--- src/command_issue_defs.svh ---
/*
  constants shared by the command-issue path: tag pool, field widths,
  request queue depth and the host credits held after reset
  include wherever a width or a depth is needed
*/
`ifndef COMMAND_ISSUE_DEFS_SVH
`define COMMAND_ISSUE_DEFS_SVH

// host tag field width, tags 0..15 live in it
`define CMD_TAG_BITS 8
`define CMD_NUM_TAGS 16

// command word fields
`define CMD_CODE_BITS 13
`define CMD_ADDR_BITS 64
`define CMD_SIZE_BITS 12

// credit count, wide enough for any host return
`define CMD_CREDIT_BITS 8

// request queue entries, power of two
`define CMD_QUEUE_DEPTH 8

// credits granted by the host out of reset
`define CMD_INIT_CREDITS 4

`endif

--- src/command_issue_pkg.sv ---
/*
  types shared across the command-issue path: command codes, abort modes,
  the request, command and response words, and the issue FSM states
  modules refer to these by scoped name
*/
`include "command_issue_defs.svh"

package command_issue_pkg;

  ////////////////////////////////////////////////////////////////////
  // encodings
  ////////////////////////////////////////////////////////////////////

  // host command codes, zero is never sent
  typedef enum logic [`CMD_CODE_BITS-1:0] {
    cmd_invalid    = 13'h0000,
    cmd_read_cl_na = 13'h0A00,
    cmd_write_na   = 13'h0D00,
    cmd_touch_i    = 13'h0240
  } cmd_code_t;

  // translation ordering, this path only drives strict
  typedef enum logic [2:0] {
    abt_strict = 3'b000,
    abt_abort  = 3'b001,
    abt_page   = 3'b010,
    abt_pref   = 3'b011,
    abt_spec   = 3'b100
  } abort_mode_t;

  ////////////////////////////////////////////////////////////////////
  // words
  ////////////////////////////////////////////////////////////////////

  // one pending request from the engine
  typedef struct packed {
    logic                      valid;
    cmd_code_t                 command;
    logic [`CMD_ADDR_BITS-1:0] address;
    logic [`CMD_SIZE_BITS-1:0] size;
  } cmd_request_t;

  // command as presented to the host
  typedef struct packed {
    logic                      valid;
    cmd_code_t                 command;
    logic                      command_parity;
    logic [`CMD_ADDR_BITS-1:0] address;
    logic                      address_parity;
    logic [`CMD_TAG_BITS-1:0]  tag;
    logic                      tag_parity;
    logic [`CMD_SIZE_BITS-1:0] size;
    abort_mode_t               abt;
    logic [15:0]               context_handle;
  } cmd_out_t;

  // host response, tag and credit return
  typedef struct packed {
    logic                        valid;
    logic [`CMD_TAG_BITS-1:0]    tag;
    logic                        tag_parity;
    logic [7:0]                  code;
    logic [`CMD_CREDIT_BITS-1:0] credits;
  } response_t;

  typedef enum logic [1:0] {
    st_idle,
    st_run,
    st_drain
  } issue_state_t;

endpackage

--- src/request_queue.sv ---
/*
  in-order queue of pending command requests
  head entry is always visible, pop takes it on the same edge as the issue
  a push while full is dropped
*/
`include "command_issue_defs.svh"

module request_queue (
  input  logic                            clock,
  input  logic                            rstn,
  input  logic                            push,
  input  command_issue_pkg::cmd_request_t req_in,
  input  logic                            pop,
  output command_issue_pkg::cmd_request_t head_req,
  output logic                            full,
  output logic                            empty
);

  localparam int unsigned PTR_BITS = $clog2(`CMD_QUEUE_DEPTH);

  logic [PTR_BITS-1:0] rd_ptr;
  logic [PTR_BITS-1:0] wr_ptr;
  logic [PTR_BITS:0]   count;
  logic                do_push;
  logic                do_pop;

  command_issue_pkg::cmd_request_t entries [`CMD_QUEUE_DEPTH];

  // levels from occupancy
  assign full    = (count == (PTR_BITS + 1)'(`CMD_QUEUE_DEPTH));
  assign empty   = (count == '0);
  assign do_push = push & ~full;
  assign do_pop  = pop & ~empty;

  // pointers wrap on their own, depth is a power of two
  always_ff @(posedge clock or negedge rstn) begin
    if (!rstn) begin
      rd_ptr <= '0;
      wr_ptr <= '0;
      count  <= '0;
    end else begin
      if (do_push) begin
        wr_ptr <= wr_ptr + 1'b1;
      end
      if (do_pop) begin
        rd_ptr <= rd_ptr + 1'b1;
      end
      case ({do_push, do_pop})
        2'b10:   count <= count + 1'b1;
        2'b01:   count <= count - 1'b1;
        default: count <= count;
      endcase
    end
  end

  // storage
  always_ff @(posedge clock) begin
    if (do_push) begin
      entries[wr_ptr] <= req_in;
    end
  end

  // head view, valid only while something is queued
  always_comb begin
    head_req       = entries[rd_ptr];
    head_req.valid = ~empty;
  end

endmodule

--- src/tag_pool.sv ---
/*
  free list of host command tags, filled with 0..15 in order out of reset
  take removes the head, a response with good odd tag parity appends its tag
  bad parity loses the tag and sets a sticky error
*/
`include "command_issue_defs.svh"

module tag_pool (
  input  logic                         clock,
  input  logic                         rstn,
  input  logic                         take,
  input  command_issue_pkg::response_t resp,
  output logic [`CMD_TAG_BITS-1:0]     free_tag,
  output logic                         tag_avail,
  output logic                         all_free,
  output logic                         parity_error
);

  localparam int unsigned IDX_BITS = $clog2(`CMD_NUM_TAGS);

  logic [`CMD_TAG_BITS-1:0] entries [`CMD_NUM_TAGS];
  logic [IDX_BITS-1:0]      head;
  logic [IDX_BITS-1:0]      tail;
  logic [IDX_BITS:0]        count;
  logic                     parity_ok;
  logic                     do_take;
  logic                     do_return;

  // odd parity, tag plus parity bit holds an odd count of ones
  assign parity_ok = ^{resp.tag, resp.tag_parity};

  assign tag_avail = (count != '0);
  assign all_free  = (count == (IDX_BITS + 1)'(`CMD_NUM_TAGS));
  assign free_tag  = entries[head];
  assign do_take   = take & tag_avail;
  // a stray return into a full pool is ignored
  assign do_return = resp.valid & parity_ok & (~all_free | do_take);

  ////////////////////////////////////////////////////////////////////
  // free list
  ////////////////////////////////////////////////////////////////////

  // the list itself is the reset state of the pool
  always_ff @(posedge clock or negedge rstn) begin
    if (!rstn) begin
      for (int i = 0; i < `CMD_NUM_TAGS; i++) begin
        entries[i] <= `CMD_TAG_BITS'(i);
      end
      head  <= '0;
      tail  <= '0;
      count <= (IDX_BITS + 1)'(`CMD_NUM_TAGS);
    end else begin
      if (do_take) begin
        head <= head + 1'b1;
      end
      if (do_return) begin
        entries[tail] <= resp.tag;
        tail          <= tail + 1'b1;
      end
      case ({do_return, do_take})
        2'b10:   count <= count + 1'b1;
        2'b01:   count <= count - 1'b1;
        default: count <= count;
      endcase
    end
  end

  // sticky until reset
  always_ff @(posedge clock or negedge rstn) begin
    if (!rstn) begin
      parity_error <= 1'b0;
    end else if (resp.valid && !parity_ok) begin
      parity_error <= 1'b1;
    end
  end

endmodule

--- src/credit_counter.sv ---
/*
  host command credit count
  one credit spent per issued command, response credits added back
  both may land on the same edge
*/
`include "command_issue_defs.svh"

module credit_counter (
  input  logic                         clock,
  input  logic                         rstn,
  input  logic                         consume,
  input  command_issue_pkg::response_t resp,
  output logic                         credit_avail
);

  logic [`CMD_CREDIT_BITS-1:0] credits;
  logic [`CMD_CREDIT_BITS-1:0] returned;
  logic [`CMD_CREDIT_BITS-1:0] spent;

  // credits only count on a valid response
  assign returned = resp.valid ? resp.credits : '0;

  // never spend below zero
  assign spent        = {{(`CMD_CREDIT_BITS - 1){1'b0}}, consume & credit_avail};
  assign credit_avail = (credits != '0);

  always_ff @(posedge clock or negedge rstn) begin
    if (!rstn) begin
      credits <= `CMD_CREDIT_BITS'(`CMD_INIT_CREDITS);
    end else begin
      credits <= credits + returned - spent;
    end
  end

endmodule

--- src/issue_fsm.sv ---
/*
  issue control FSM
  registers the enable, then runs, drains outstanding tags, or sits idle
  issue is combinational from registered state and the resource levels
*/
module issue_fsm (
  input  logic                            clock,
  input  logic                            rstn,
  input  logic                            enabled_in,
  input  logic                            queue_empty,
  input  logic                            credit_avail,
  input  logic                            tag_avail,
  input  logic                            all_free,
  output logic                            issue,
  output logic                            idle,
  output command_issue_pkg::issue_state_t state
);

  logic                            enabled;
  command_issue_pkg::issue_state_t state_next;

  ////////////////////////////////////////////////////////////////////
  // enable
  ////////////////////////////////////////////////////////////////////

  always_ff @(posedge clock or negedge rstn) begin
    if (!rstn) begin
      enabled <= 1'b0;
    end else begin
      enabled <= enabled_in;
    end
  end

  ////////////////////////////////////////////////////////////////////
  // state
  ////////////////////////////////////////////////////////////////////

  always_comb begin
    state_next = state;
    unique case (state)
      command_issue_pkg::st_idle: begin
        if (enabled) begin
          state_next = command_issue_pkg::st_run;
        end
      end
      command_issue_pkg::st_run: begin
        if (!enabled) begin
          state_next = command_issue_pkg::st_drain;
        end
      end
      command_issue_pkg::st_drain: begin
        // wait for every tag to come home
        if (all_free) begin
          state_next = command_issue_pkg::st_idle;
        end
      end
      default: state_next = command_issue_pkg::st_idle;
    endcase
  end

  always_ff @(posedge clock or negedge rstn) begin
    if (!rstn) begin
      state <= command_issue_pkg::st_idle;
    end else begin
      state <= state_next;
    end
  end

  // enable gates issue too, so issuing stops one cycle after it drops
  assign issue = (state == command_issue_pkg::st_run) & enabled & ~queue_empty &
                 credit_avail & tag_avail;
  assign idle  = (state == command_issue_pkg::st_idle);

endmodule

--- src/command_control.sv ---
/*
  builds the host command word
  latch stage captures request and tag on issue, parity is taken from it,
  output stage registers the full word with strict abort and zero context
*/
`include "command_issue_defs.svh"

module command_control (
  input  logic                            clock,
  input  logic                            rstn,
  input  logic                            issue,
  input  command_issue_pkg::cmd_request_t command_in,
  input  logic [`CMD_TAG_BITS-1:0]        command_tag_in,
  output command_issue_pkg::cmd_out_t     command_out
);

  logic                          lat_valid;
  command_issue_pkg::cmd_code_t  lat_command;
  logic [`CMD_ADDR_BITS-1:0]     lat_address;
  logic [`CMD_SIZE_BITS-1:0]     lat_size;
  logic [`CMD_TAG_BITS-1:0]      lat_tag;
  logic                          out_valid;
  command_issue_pkg::cmd_out_t   out_word;

  ////////////////////////////////////////////////////////////////////
  // latch stage
  ////////////////////////////////////////////////////////////////////

  // valid is one cycle wide per issue
  always_ff @(posedge clock or negedge rstn) begin
    if (!rstn) begin
      lat_valid <= 1'b0;
    end else begin
      lat_valid <= issue & command_in.valid;
    end
  end

  // payload holds between issues
  always_ff @(posedge clock) begin
    if (issue) begin
      lat_command <= command_in.command;
      lat_address <= command_in.address;
      lat_size    <= command_in.size;
      lat_tag     <= command_tag_in;
    end
  end

  ////////////////////////////////////////////////////////////////////
  // output stage
  ////////////////////////////////////////////////////////////////////

  always_ff @(posedge clock or negedge rstn) begin
    if (!rstn) begin
      out_valid <= 1'b0;
    end else begin
      out_valid <= lat_valid;
    end
  end

  // odd parity per field, inverted xor reduction
  always_ff @(posedge clock) begin
    out_word.valid          <= lat_valid;
    out_word.command        <= lat_command;
    out_word.command_parity <= ~^lat_command;
    out_word.address        <= lat_address;
    out_word.address_parity <= ~^lat_address;
    out_word.tag            <= lat_tag;
    out_word.tag_parity     <= ~^lat_tag;
    out_word.size           <= lat_size;
    out_word.abt            <= command_issue_pkg::abt_strict;
    // dedicated mode, context handle always zero
    out_word.context_handle <= 16'h0000;
  end

  always_comb begin
    command_out       = out_word;
    command_out.valid = out_valid;
  end

endmodule

--- src/command_issue_top.sv ---
/*
  command-issue path top level
  request queue, tag pool and credit counter feed the issue FSM,
  command control turns each issue into a host command word
*/
`include "command_issue_defs.svh"

module command_issue_top (
  input  logic                            clock,
  input  logic                            rstn,
  input  logic                            enabled_in,
  input  command_issue_pkg::cmd_request_t req,
  input  command_issue_pkg::response_t    resp,
  output logic                            req_full,
  output command_issue_pkg::cmd_out_t     command_out,
  output logic                            idle,
  output logic                            parity_error
);

  command_issue_pkg::cmd_request_t head_req;
  command_issue_pkg::issue_state_t state;
  logic [`CMD_TAG_BITS-1:0]        free_tag;
  logic                            queue_empty;
  logic                            tag_avail;
  logic                            all_free;
  logic                            credit_avail;
  logic                            issue;

  ////////////////////////////////////////////////////////////////////
  // resources
  ////////////////////////////////////////////////////////////////////

  request_queue u_request_queue (
    .clock    (clock),
    .rstn     (rstn),
    .push     (req.valid),
    .req_in   (req),
    .pop      (issue),
    .head_req (head_req),
    .full     (req_full),
    .empty    (queue_empty)
  );

  tag_pool u_tag_pool (
    .clock        (clock),
    .rstn         (rstn),
    .take         (issue),
    .resp         (resp),
    .free_tag     (free_tag),
    .tag_avail    (tag_avail),
    .all_free     (all_free),
    .parity_error (parity_error)
  );

  credit_counter u_credit_counter (
    .clock        (clock),
    .rstn         (rstn),
    .consume      (issue),
    .resp         (resp),
    .credit_avail (credit_avail)
  );

  ////////////////////////////////////////////////////////////////////
  // issue and command build
  ////////////////////////////////////////////////////////////////////

  issue_fsm u_issue_fsm (
    .clock        (clock),
    .rstn         (rstn),
    .enabled_in   (enabled_in),
    .queue_empty  (queue_empty),
    .credit_avail (credit_avail),
    .tag_avail    (tag_avail),
    .all_free     (all_free),
    .issue        (issue),
    .idle         (idle),
    .state        (state)
  );

  command_control u_command_control (
    .clock          (clock),
    .rstn           (rstn),
    .issue          (issue),
    .command_in     (head_req),
    .command_tag_in (free_tag),
    .command_out    (command_out)
  );

endmodule

--- config.mk ---
export PLATFORM = sky130hd
export DESIGN_NAME = command_issue_top
export DESIGN_NICKNAME = d
export VERILOG_FILES = /design/src/command_issue_pkg.sv /design/src/request_queue.sv /design/src/tag_pool.sv /design/src/credit_counter.sv /design/src/issue_fsm.sv /design/src/command_control.sv /design/src/command_issue_top.sv
export VERILOG_INCLUDE_DIRS = /design/src
export SDC_FILE = /design/constraint.sdc
export NUM_CORES = 1
export LEC_CHECK = 0
export ABC_AREA = 0
export BUFFER_PORTS_ARGS = -buffer_cell sky130_fd_sc_hd__buf_2
export CAP_MARGIN = 5
export CORE_MARGIN = 2
export CORE_UTILIZATION = 50
export CTS_CLUSTER_SIZE = 24
export DETAILED_ROUTE_END_ITERATION = 8
export PLACE_DENSITY = 0.65
export SLEW_MARGIN = 25
export SYNTH_ARGS = -nofsm -noshare
export SYNTH_HDL_FRONTEND = slang
export SYNTH_SLANG_ARGS = --single-unit
--- constraint.sdc ---
create_clock -name clock -period 18.5 [get_ports clock]
set_input_delay 2.775 -clock clock [delete_from_list [all_inputs] [get_ports clock]]
set_output_delay 2.775 -clock clock [all_outputs]
set_load 0.05 [all_outputs]
After elaboration in Yosys (flattened, before gate mapping)

Memories as Yosys holds them, arrays and structs flattened. A register that Yosys moved wholly into a read port is not among the register bits.
Index checks and enable logic that the tools add are counted.

Add/sub/neg operators: 10
Multiply operators: 0
Div/mod/pow operators: 0
Magnitude comparators: 3
Equal/unequal tests: 11
Shift operators: 0
Multiplexer cells: 15
Bitwise gates (word level): 16
Reductions and logical operators: 14

Operators with widths:

| kind                  | count |
|---|---|
| $bwmux W128           | 1 |
| $reduce_xnor A64 Y1   | 1 |
| $bmux W8 S4           | 1 |
| $demux W8 S4          | 1 |
| $mux W8               | 4 |
| $reduce_xnor A13 Y1   | 1 |
| $add A4 B1 Y4 const B | 3 |
| $and A1 B1 Y1         | 10 |
| $ge A5 B5 Y1 const B  | 2 |
| $not A4 Y5            | 2 |
| $pmux W5 S2           | 1 |
| $reduce_xor A9 Y1     | 1 |
| $add A8 B8 Y8         | 1 |
| $pmux W4 S2           | 1 |
| $reduce_bool A8 Y1    | 1 |
| $reduce_xnor A8 Y1    | 1 |
| $sub A8 B1 Y8         | 1 |
| $add A3 B1 Y3 const B | 2 |
| $eq A2 B1 Y1 const B  | 3 |
| $eq A2 B2 Y1 const B  | 3 |
| $mux W2               | 3 |
| $pmux W2 S3           | 1 |
| $add A5 B1 Y5 const B | 1 |
| $eq A5 B5 Y1 const B  | 1 |
| 16 further kinds      | 22 |

Flip-flop bits (word level): 273
Latch bits: 0
Bits in writable memories: 720
Memory bits (read-only): 0
Input port bits: 119
Output and inout port bits: 123
Word-level logic and storage cells: 106
Memories kept: 1

Memory list:

| name                    | words | width | read ports | clocked after Yosys merged registers in | write ports | line                | RTL |
|---|---|---|---|---|---|---|---|
| u_request_queue.entries | 8     | 90    | 1          | 1                                       | 1           | request_queue.sv:27 | `` command_issue_pkg::cmd_request_t entries [`CMD_QUEUE_DEPTH]; `` |

Longest topological paths before layout

Gate-level depths: netlist (run 1).

Depth in word-level cells: 10
Gate-level depth with buffers: 14
Gate-level depth less buffers: 14

Cells and area by module

From an unflattened synthesis (run 1), not the netlist that was laid out.

Cell total of the unflattened synthesis: 1955
Area, all modules: 41492.3 um2

Modules (own cells, without submodules):

| module          | times used | cells each | area an instance (um2) | seq. area each (um2) |
|---|---|---|---|---|
| request_queue   | 1          | 1095       | 27366.2                | 21630.7 |
| tag_pool        | 1          | 462        | 7435.9                 | 3594.7 |
| command_control | 1          | 303        | 5843.1                 | 4964.8 |
| credit_counter  | 1          | 85         | 726.9                  | 201.4 |
| issue_fsm       | 1          | 10         | 120.1                  | 75.1 |

Least setup slack after synthesis (run 1)

OpenSTA, ideal clock, no wires.

Kind: input to register
From: input req[89] (netlist bit)
To: memory u_request_queue.entries[0][0] (netlist bit), enable pin
Setup time: 0.755 ns
Arrival: 11.547 ns
Required time: 17.745 ns
Slack: 6.198 ns
Cell stages on the path: 3
Path buffers: 0
Cells stage by stage: and2_1 > clkinv_1 > nor4_1

Cells in the longest elaborated chain, start to end: 3

Ends and longest elaborated chain:

| element                       | line                    | RTL |
|---|---|---|
| start: declaration            | command_issue_top.sv:12 | `input command_issue_pkg::cmd_request_t req,` |
| $and A1 B1 Y1                 | request_queue.sv:32     | `assign do_push = push & ~full;` |
| $mux W1                       | request_queue.sv:58     | `if (do_push) begin` |
| $mux W1 (implied by the code) | request_queue.sv:59     | `entries[wr_ptr] <= req_in;` |
| end: declaration              | request_queue.sv:27     |  |

Every way passes these cells.

Worst setup path after layout (run 1)

From: input resp[18] (netlist bit)
To: register u_tag_pool.count[4]

Cells in the longest elaborated chain, start to end: 5
Elaborated cells between the ends (all ways): 7
Those cells by class: eq/ne: 2; mux: 1; bitwise: 2; reduce/logical: 2

Ends and longest elaborated chain:

| element                                           | line                    | RTL |
|---|---|---|
| start: declaration                                | command_issue_top.sv:13 | `input command_issue_pkg::response_t resp,` |
| $reduce_xor A9 Y1 (*)                             | tag_pool.sv:30          | `assign parity_ok = ^{resp.tag, resp.tag_parity};` |
| $and A1 B1 Y1 (*) (2 in a row)                    | tag_pool.sv:37          | `assign do_return = resp.valid & parity_ok & (~all_free \| do_take);` |
| $eq A2 B1 Y1 or $eq A2 B2 Y1 (tied branches)      | tag_pool.sv:60          | `case ({do_return, do_take})` |
| $pmux W5 S2 or $reduce_bool A2 Y1 (tied branches) | --                      |  |
| end signal: assignment                            | tag_pool.sv:61          | `2'b10: count <= count + 1'b1;` |
| end signal: assignment                            | tag_pool.sv:62          | `2'b01: count <= count - 1'b1;` |
| end signal: assignment                            | tag_pool.sv:63          | `default: count <= count;` |
| end: declaration                                  | tag_pool.sv:24          | `logic [IDX_BITS:0] count;` |

Every way passes the cells marked *; elsewhere a longest branch is shown, timed or not.
A chain may end at the register's enable or synchronous reset.

==> run metrics, run 1 <==
CP peak stage delay=510 ps; reg2reg end=u_tag_pool.count[4]$_DFFE_PN1P_; drt pass-1 iters=5; final worst path period share=28.68%; row count=104; clock sinks=1074; endpoints failing hold=0; gr usage total=19.53%; Setup violations, final=0; clock latency on the worst-skew pair=660 ps; DIE AREA=0.08339 sq mm; DP HPWL=44790 microns; DRC viols=0; Commonest cells post-synth=809 x edfxtp_1, 218 x mux4_2, 213 x mux2_2, 131 x dfrtp_1, 100 x dfxtp_1; DR WL/cell=24.18 microns; Design Area, Final=0.04653 sq mm; drt initial violations=1395; clk slew on worst S/H paths=60 ps; crit path launch=resp[18]; run status=completed; area of the mapped netlist=0.04055 sq mm; total power=0.007750 W; Seq/Total Area, Yosys=75.13%; area delta synth->final=14.74%; final hold slack=336.6 ps; crit path time final=5305 ps; cts bufs inserted=108; first-pass GRT wire length=120300 microns; Post-synth ARST share=15.36%; top_reg_cell synth=edfxtp_1; CP Launch Type=input port; post-CTS sizing=0; clock root buffer=clkbuf_16; Simple-Gate Fraction of Synth Area=1.200%; Hold WC Path Type=reg2reg; crit end category=flip-flop; Setup TNS=0 ps; post-synthesis compound-gate area fraction=0.4289%; Avg Inst Size Synth=21.40 sq um; post-synthesis mux area share=18.22%; top cell type's share of synthesized area=59.91%; Max H-tree Level=3; placed instance area=0.04290 sq mm; cell with the most instances after synthesis=edfxtp_1; Reg2Reg Launch Point=u_tag_pool.count[0]$_DFFE_PN0P_; crit path DAT=5880 ps; Yosys top cell by area=edfxtp_1; via density per instance=5.512; VDD IR-drop max=0.0001022 V; routability cong.=0.7342; register-to-register setup slack=14890 ps; Ports=242; Inst Count DP=3122; Worst-Margin Slew=1008 ps; final WL=80560 microns; Worst EP required=19070 ps; Synth Register Bits=1074; vias in the first global route=19.52k; xor-xnor portion of the synthesized cell area=2.586%; CP Cell Sequence=buf_2 > xnor2_1 > xnor3_1 > xnor2_4 > nand3_1 > ha_1 > inv_1 > fa_1 > inv_1 > a21o_1 > a21oi_1 > xnor2_1 > nor2_1 > xnor2_1; Synth Area in Adders=1.012%; PD cells=166.6 mW/mm^2; Lkg Pwr=16.34 nW; kind of critical path=in2reg; Max Slew Vio Count=0; Initial Utilization=50.42%; largest family of logic cells by synthesized area=multiplexers; hold buffer count at cts=0; Die H=288.8 microns; final net count=2322; via count=18.36k; layout cells sized above 1=40.49%; die boundary width=288.8 microns; antenna violations before repair=22; clock buffer depth=3; Max Freq=188.5 MHz; critical path endpoint=u_tag_pool.count[4]$_DFFE_PN1P_; Post-synth EDFFs=809; I/O Buffers=214; post-synthesis instance total=1895; largest net degree at the start of global routing=137; Yosys warning count=0; Cell variety after synth=43; Slew HR=32.83%; Final ANT Viol Nets=0; placeable core area=0.08042 sq mm; worst-case reg-to-reg path depth=13; Critical Path Fanout Max=17; clock skew=19.70 ps; most used cell, CP=xnor2_1; total gr overflow=0; CTS tree=built; max cap viols=0; # Post-CTS Setup Buffers=0; Finished Layout Cells=3331; largest cells by area after synthesis=edfxtp_1 60%, mux4_2 12%, dfrtp_1 8.1%; slowest CP cell=xnor3_1; RSZ-0062 raised after global routing=no
-- report_power, final --
group / leakage (nW) / total, W / switching [W] / internal (W)
combinational: 4.36 / 0.00214 / 0.00112 / 0.00103
sequential: 10.2 / 0.00344 / 0.000270 / 0.00317
clock: 1.77 / 0.00217 / 0.000905 / 0.00126
-- cell usage in the layout (no fill, tap or decap), types with 5 or more instances in the layout --
cell,n
mux4_2,218
nor2_2,11
mux2_1,7
buf_2,213
dfstp_2,34
xnor2_1,94
dfxtp_1,100
clkbuf_8,15
conb_1,19
xor2_1,20
a21oi_1,8
clkinv_4,5
bufinv_16,8
clkinv_2,22
ha_1,28
clkbuf_16,109
clkinvlp_4,6
edfxtp_1,809
nand2b_1,5
o21ai_0,6
clkinv_1,12
mux2_2,213
nand2_1,25
dfrtp_1,126
inv_1,36
clkbuf_1,21
buf_4,27
a21o_1,5
-- critical path: cells and delay by family --
| family | cells | cell delay [ps] |
|---|---|---|
| adder cells (fa/ha/maj) | 2 | 560 |
| AO/OA/AOI/OAI | 2 | 340 |
| buffers and inverters | 3 | 460 |
| XOR/XNOR | 5 | 1400 |
| AND/OR/NAND/NOR | 2 | 320 |
-- area by class of cell --
cell class | count | area [sq um]
Inverter | 37 | 138.9
Fill cell | 5899 | 33890
Clock buffer | 144 | 2999
Antenna cell | 4 | 10.01
Timing Repair Buffer | 244 | 1325
Multi-Input combinational cell | 707 | 9638
Sequential cell | 1074 | 30480
Tap cell | 1060 | 1326
Clock inverter | 61 | 608.1
-- flip-flops by register name, indices dropped and copies added, names as in the netlist --
register / flops
u_command_control.lat_tag: 8
u_issue_fsm.state: 2
u_command_control.lat_command: 13
u_issue_fsm.enabled: 1
u_request_queue.rd_ptr: 3
u_request_queue.count: 4
u_request_queue.wr_ptr: 3
u_tag_pool.head: 4
u_command_control.lat_size: 12
u_tag_pool.count: 5
u_request_queue.entries: 712
u_tag_pool.entries: 128
u_credit_counter.credits: 8
u_tag_pool.tail: 4
u_tag_pool.parity_error: 1
u_command_control.out_valid: 1
u_command_control.command_out: 100
u_command_control.lat_valid: 1
u_command_control.lat_address: 64
-- routing by layer --
layer,up-vias,track usage (%),wire length (microns)
met5,-,0,163
met4,28,5.064,1990
met3,156,4.542,4456
met2,397,32.27,39890
met1,9728,26.38,34060
li1,8051,-,-
-- worst min path at each step --
stage	slack (ps)	cells past startpoint	start	end
2_1_floorplan	320	0	u_command_control.lat_size[0]$_DFFE_PN_	u_command_control.command_out[19]$_DFF_P_
3_3_place_gp	330	0	u_command_control.lat_size[8]$_DFFE_PN_	u_command_control.command_out[27]$_DFF_P_
3_5_place_dp	330	0	u_command_control.lat_size[4]$_DFFE_PN_	u_command_control.command_out[23]$_DFF_P_
4_1_cts	340	0	u_command_control.lat_size[11]$_DFFE_PN_	u_command_control.command_out[30]$_DFF_P_
5_1_grt	340	0	u_command_control.lat_size[11]$_DFFE_PN_	u_command_control.command_out[30]$_DFF_P_
6_report	340	0	u_command_control.lat_size[11]$_DFFE_PN_	u_command_control.command_out[30]$_DFF_P_
-- per-stage QoR --
step	setup WS (ps)	utilization [%]
floorplan	6198	-
global placement	12630	53.35
detailed placement	12550	53.35
CTS	13220	57.84
global route	13010	57.85
finish	13190	57.86
-- logic make-up (layout without fill, tap and decap cells) --
logic type      count (synthesis)  after routing
compound gates                 28             28
xor+xnor                      116            116
fa+ha+maj                      31             31
buf+inv                       132            486
flops                        1074           1074
mux                           438            438
other cells                     1             23
simple gates                   75             75
Power figures use the tool's default switching activity.
==> run 2: changes to the inputs <==
==> constraint.sdc (replaced) <==
create_clock -name clock -period 5.1 [get_ports clock]
set_input_delay 0.765 -clock clock [delete_from_list [all_inputs] [get_ports clock]]
set_output_delay 0.765 -clock clock [all_outputs]
set_load 0.05 [all_outputs]
==> run metrics, run 2 (synthesized netlist as in run 1, its figures left out) <==
crit path DAT=4140 ps (-1740 ps); Setup TNS=0 ps (unchanged); # fillers=5840 (-1.0%); Slew HR=33.88% (+1.0 points); DRC viols=0 (unchanged); Hold WC Path Type=in2async; DR WL/cell=24.41 microns (+0.94%); Flop pwr share=44.1% (-0.3 points); commonest non-fill, non-tap cells in the layout=809 x edfxtp_1, 218 x mux4_2, 213 x mux2_2, 213 x buf_2, 126 x dfrtp_1; DIE AREA=0.08339 sq mm (unchanged); crit path launch=u_tag_pool.count[1]$_DFFE_PN0P_; I/O Buffers=214 (unchanged); CP Launch Type=flip-flop; reg2reg end=u_tag_pool.count[4]$_DFFE_PN1P_; CP peak stage delay=860 ps (+350 ps); max cap viols=0 (unchanged); leading cell type in the layout, fill and taps excluded=edfxtp_1; endpoints failing hold=0 (unchanged); largest net degree at the start of global routing=103 (-25%); layout cells sized above 1=41.02% (+0.52 points); clock skew=48.15 ps (+28.45 ps); CP Cell Sequence=nor4_1 > nand2_1 > or2_2 > nand3_1 > ha_1 > inv_1 > fa_1 > inv_1 > a21o_1 > a21oi_1 > xnor2_1 > nor2_1 > xnor2_1; antenna violations before repair=22 (unchanged); # Post-CTS Setup Buffers=0 (unchanged); Final ANT Viol Nets=0 (unchanged); max reg flops=712 (unchanged); routability cong.=0.7463 (+1.6%); final net count=2330 (+0.34%); DP HPWL=45570 microns (+1.8%); Max Freq=278.8 MHz; switching share of power=29.38% (-0.20 points); Worst EP required=5650 ps (-13420 ps); CP Buf/Inv Count=2 (-1); worst-case reg-to-reg path depth=13 (unchanged); Internal=0.02017 W (+270%); cts bufs inserted=109 (+0.93%); placeable core area=0.08042 sq mm (unchanged); Reg2Reg Launch Point=u_tag_pool.count[1]$_DFFE_PN0P_; total gr overflow=0 (unchanged); final WL=81600 microns (+1.3%); gr usage total=19.81% (+0.28 points); VDD IR-drop max=0.0003955 V (+290%); Sequential Area=0.03048 sq mm (unchanged); slowest CP cell=nor4_1; hold buffer count at cts=0 (unchanged); Combinational Power Share=27.2% (-0.4 points); area delta synth->final=15.84%; area of the multi-input gates=0.009672 sq mm (+0.35%); clk slew on worst S/H paths=60 ps (about the same); NetSw=0.008392 W (+270%); die boundary width=288.8 microns (unchanged); Max Slew Vio Count=0 (unchanged); Finished Layout Cells=3343 (+0.36%); kind of critical path=reg2reg; Setup violations, final=0 (unchanged); final worst path period share=70.34%; clock root buffer=clkbuf_16; clock buffer depth=3 (unchanged); CTS tree=built; Lkg Pwr=16.54 nW (+1.2%); Ports=242 (unchanged); crit end category=flip-flop; via density per instance=5.534 (+0.41%); vias in the first global route=19.47k (-0.28%); Inst Count DP=3128 (+0.19%); RSZ-0062 raised after global routing=no; PD cells=608.2 mW/mm^2 (+270%); clock sinks=1074 (unchanged); Top reg by flops=u_request_queue.entries; Max H-tree Level=3 (unchanged); run status=completed; post-CTS sizing=0 (unchanged); clock latency on the worst-skew pair=680 ps (+20 ps); Worst-Margin Slew=982.8 ps (-24.76 ps); crit path time final=3587 ps; row count=104 (unchanged); family with the most delay on the worst path=simple AND/OR/NAND/NOR gates; drt initial violations=1307 (-6.3%); via count=18.50k (+0.77%); drt pass-1 iters=5 (unchanged); Initial Utilization=50.42% (unchanged); Die H=288.8 microns (unchanged); register-to-register setup slack=1510 ps (-13380 ps); clock network power share=28.7% (+0.8 points); first-pass GRT wire length=122200 microns (+1.6%); Critical Path Fanout Max=5 (-12)
run 2: cell types whose count changed in the layout (fill, tap and decap cells not counted), sizes merged:
cell      delta
buf          +8
bufinv       +1
clkbuf      +12
clkinv       -8
clkinvlp     -1
diode        +2
inv          -2
run 2: how the worst max path moves through the flow:
stage                                              end  slack (ps)  cells after the start
2_1_floorplan  u_request_queue.entries[7][0]$_DFFE_PP_        -230                      3
3_3_place_gp           u_tag_pool.count[4]$_DFFE_PN1P_        1230                     14
3_5_place_dp           u_tag_pool.count[4]$_DFFE_PN1P_        1190                     14
4_1_cts                u_tag_pool.count[4]$_DFFE_PN1P_        1500                     13
5_1_grt                u_tag_pool.count[4]$_DFFE_PN1P_        1230                     13
6_report               u_tag_pool.count[4]$_DFFE_PN1P_        1510                     13
run 2: through the flow:
stage | setup slack (ps) | hold slack (ps) | instance area (sq um) | util, % | total power [W]
after CTS | 1499 | 193.0 | 46930 | 58.36 | 0.02895
after detailed placement | 1192 | 329.1 | 43140 | 53.64 | 0.02072
final | 1513 | 26.57 | 46970 | 58.41 | 0.02857
after floorplan | -233.8 | 323.3 | 40660 | - | 0.01848
after global placement | 1230 | 330.0 | 43110 | 53.61 | 0.02046
after global routing | 1227 | 40.32 | 46960 | 58.40 | 0.02990
run 2: layer usage:
layer,global-route usage (%),routed length [microns]
met1,27.51,34750
met2,31.78,40060
met3,4.494,4899
met4,5.670,1736
met5,0,159
run 2: worst reg2reg max path, cell delays in order, from the launching register on:
cell and delay, ps:
dfrtp_1 420, nor4_1 870, nand2_1 150, or2_2 420, nand3_1 220, ha_1 270
inv_1 100, fa_1 420, inv_1 80, a21o_1 110, a21oi_1 70, xnor2_1 120
nor2_1 120, xnor2_1 140
run 2: cell type report:
class | instances | area share [%]
antenna | 6 | 0.03196
clock buffer | 157 | 6.891
clock inverter | 51 | 1.188
inverter | 37 | 0.2957
multi-input combinational | 707 | 20.59
sequential | 1074 | 64.89
tap | 1060 | 2.823
timing repair buffer | 251 | 3.290
run 2: power by group through the flow:
stage	combinational [W]	clock, W	sequential, W
6_report	0.00778	0.00819	0.0126
5_1_grt	0.00841	0.00870	0.0128
4_1_cts	0.00796	0.00837	0.0126
3_5_place_dp	0.00792	0	0.0128
3_3_place_gp	0.00778	0	0.0127
2_1_floorplan	0.00565	0	0.0128
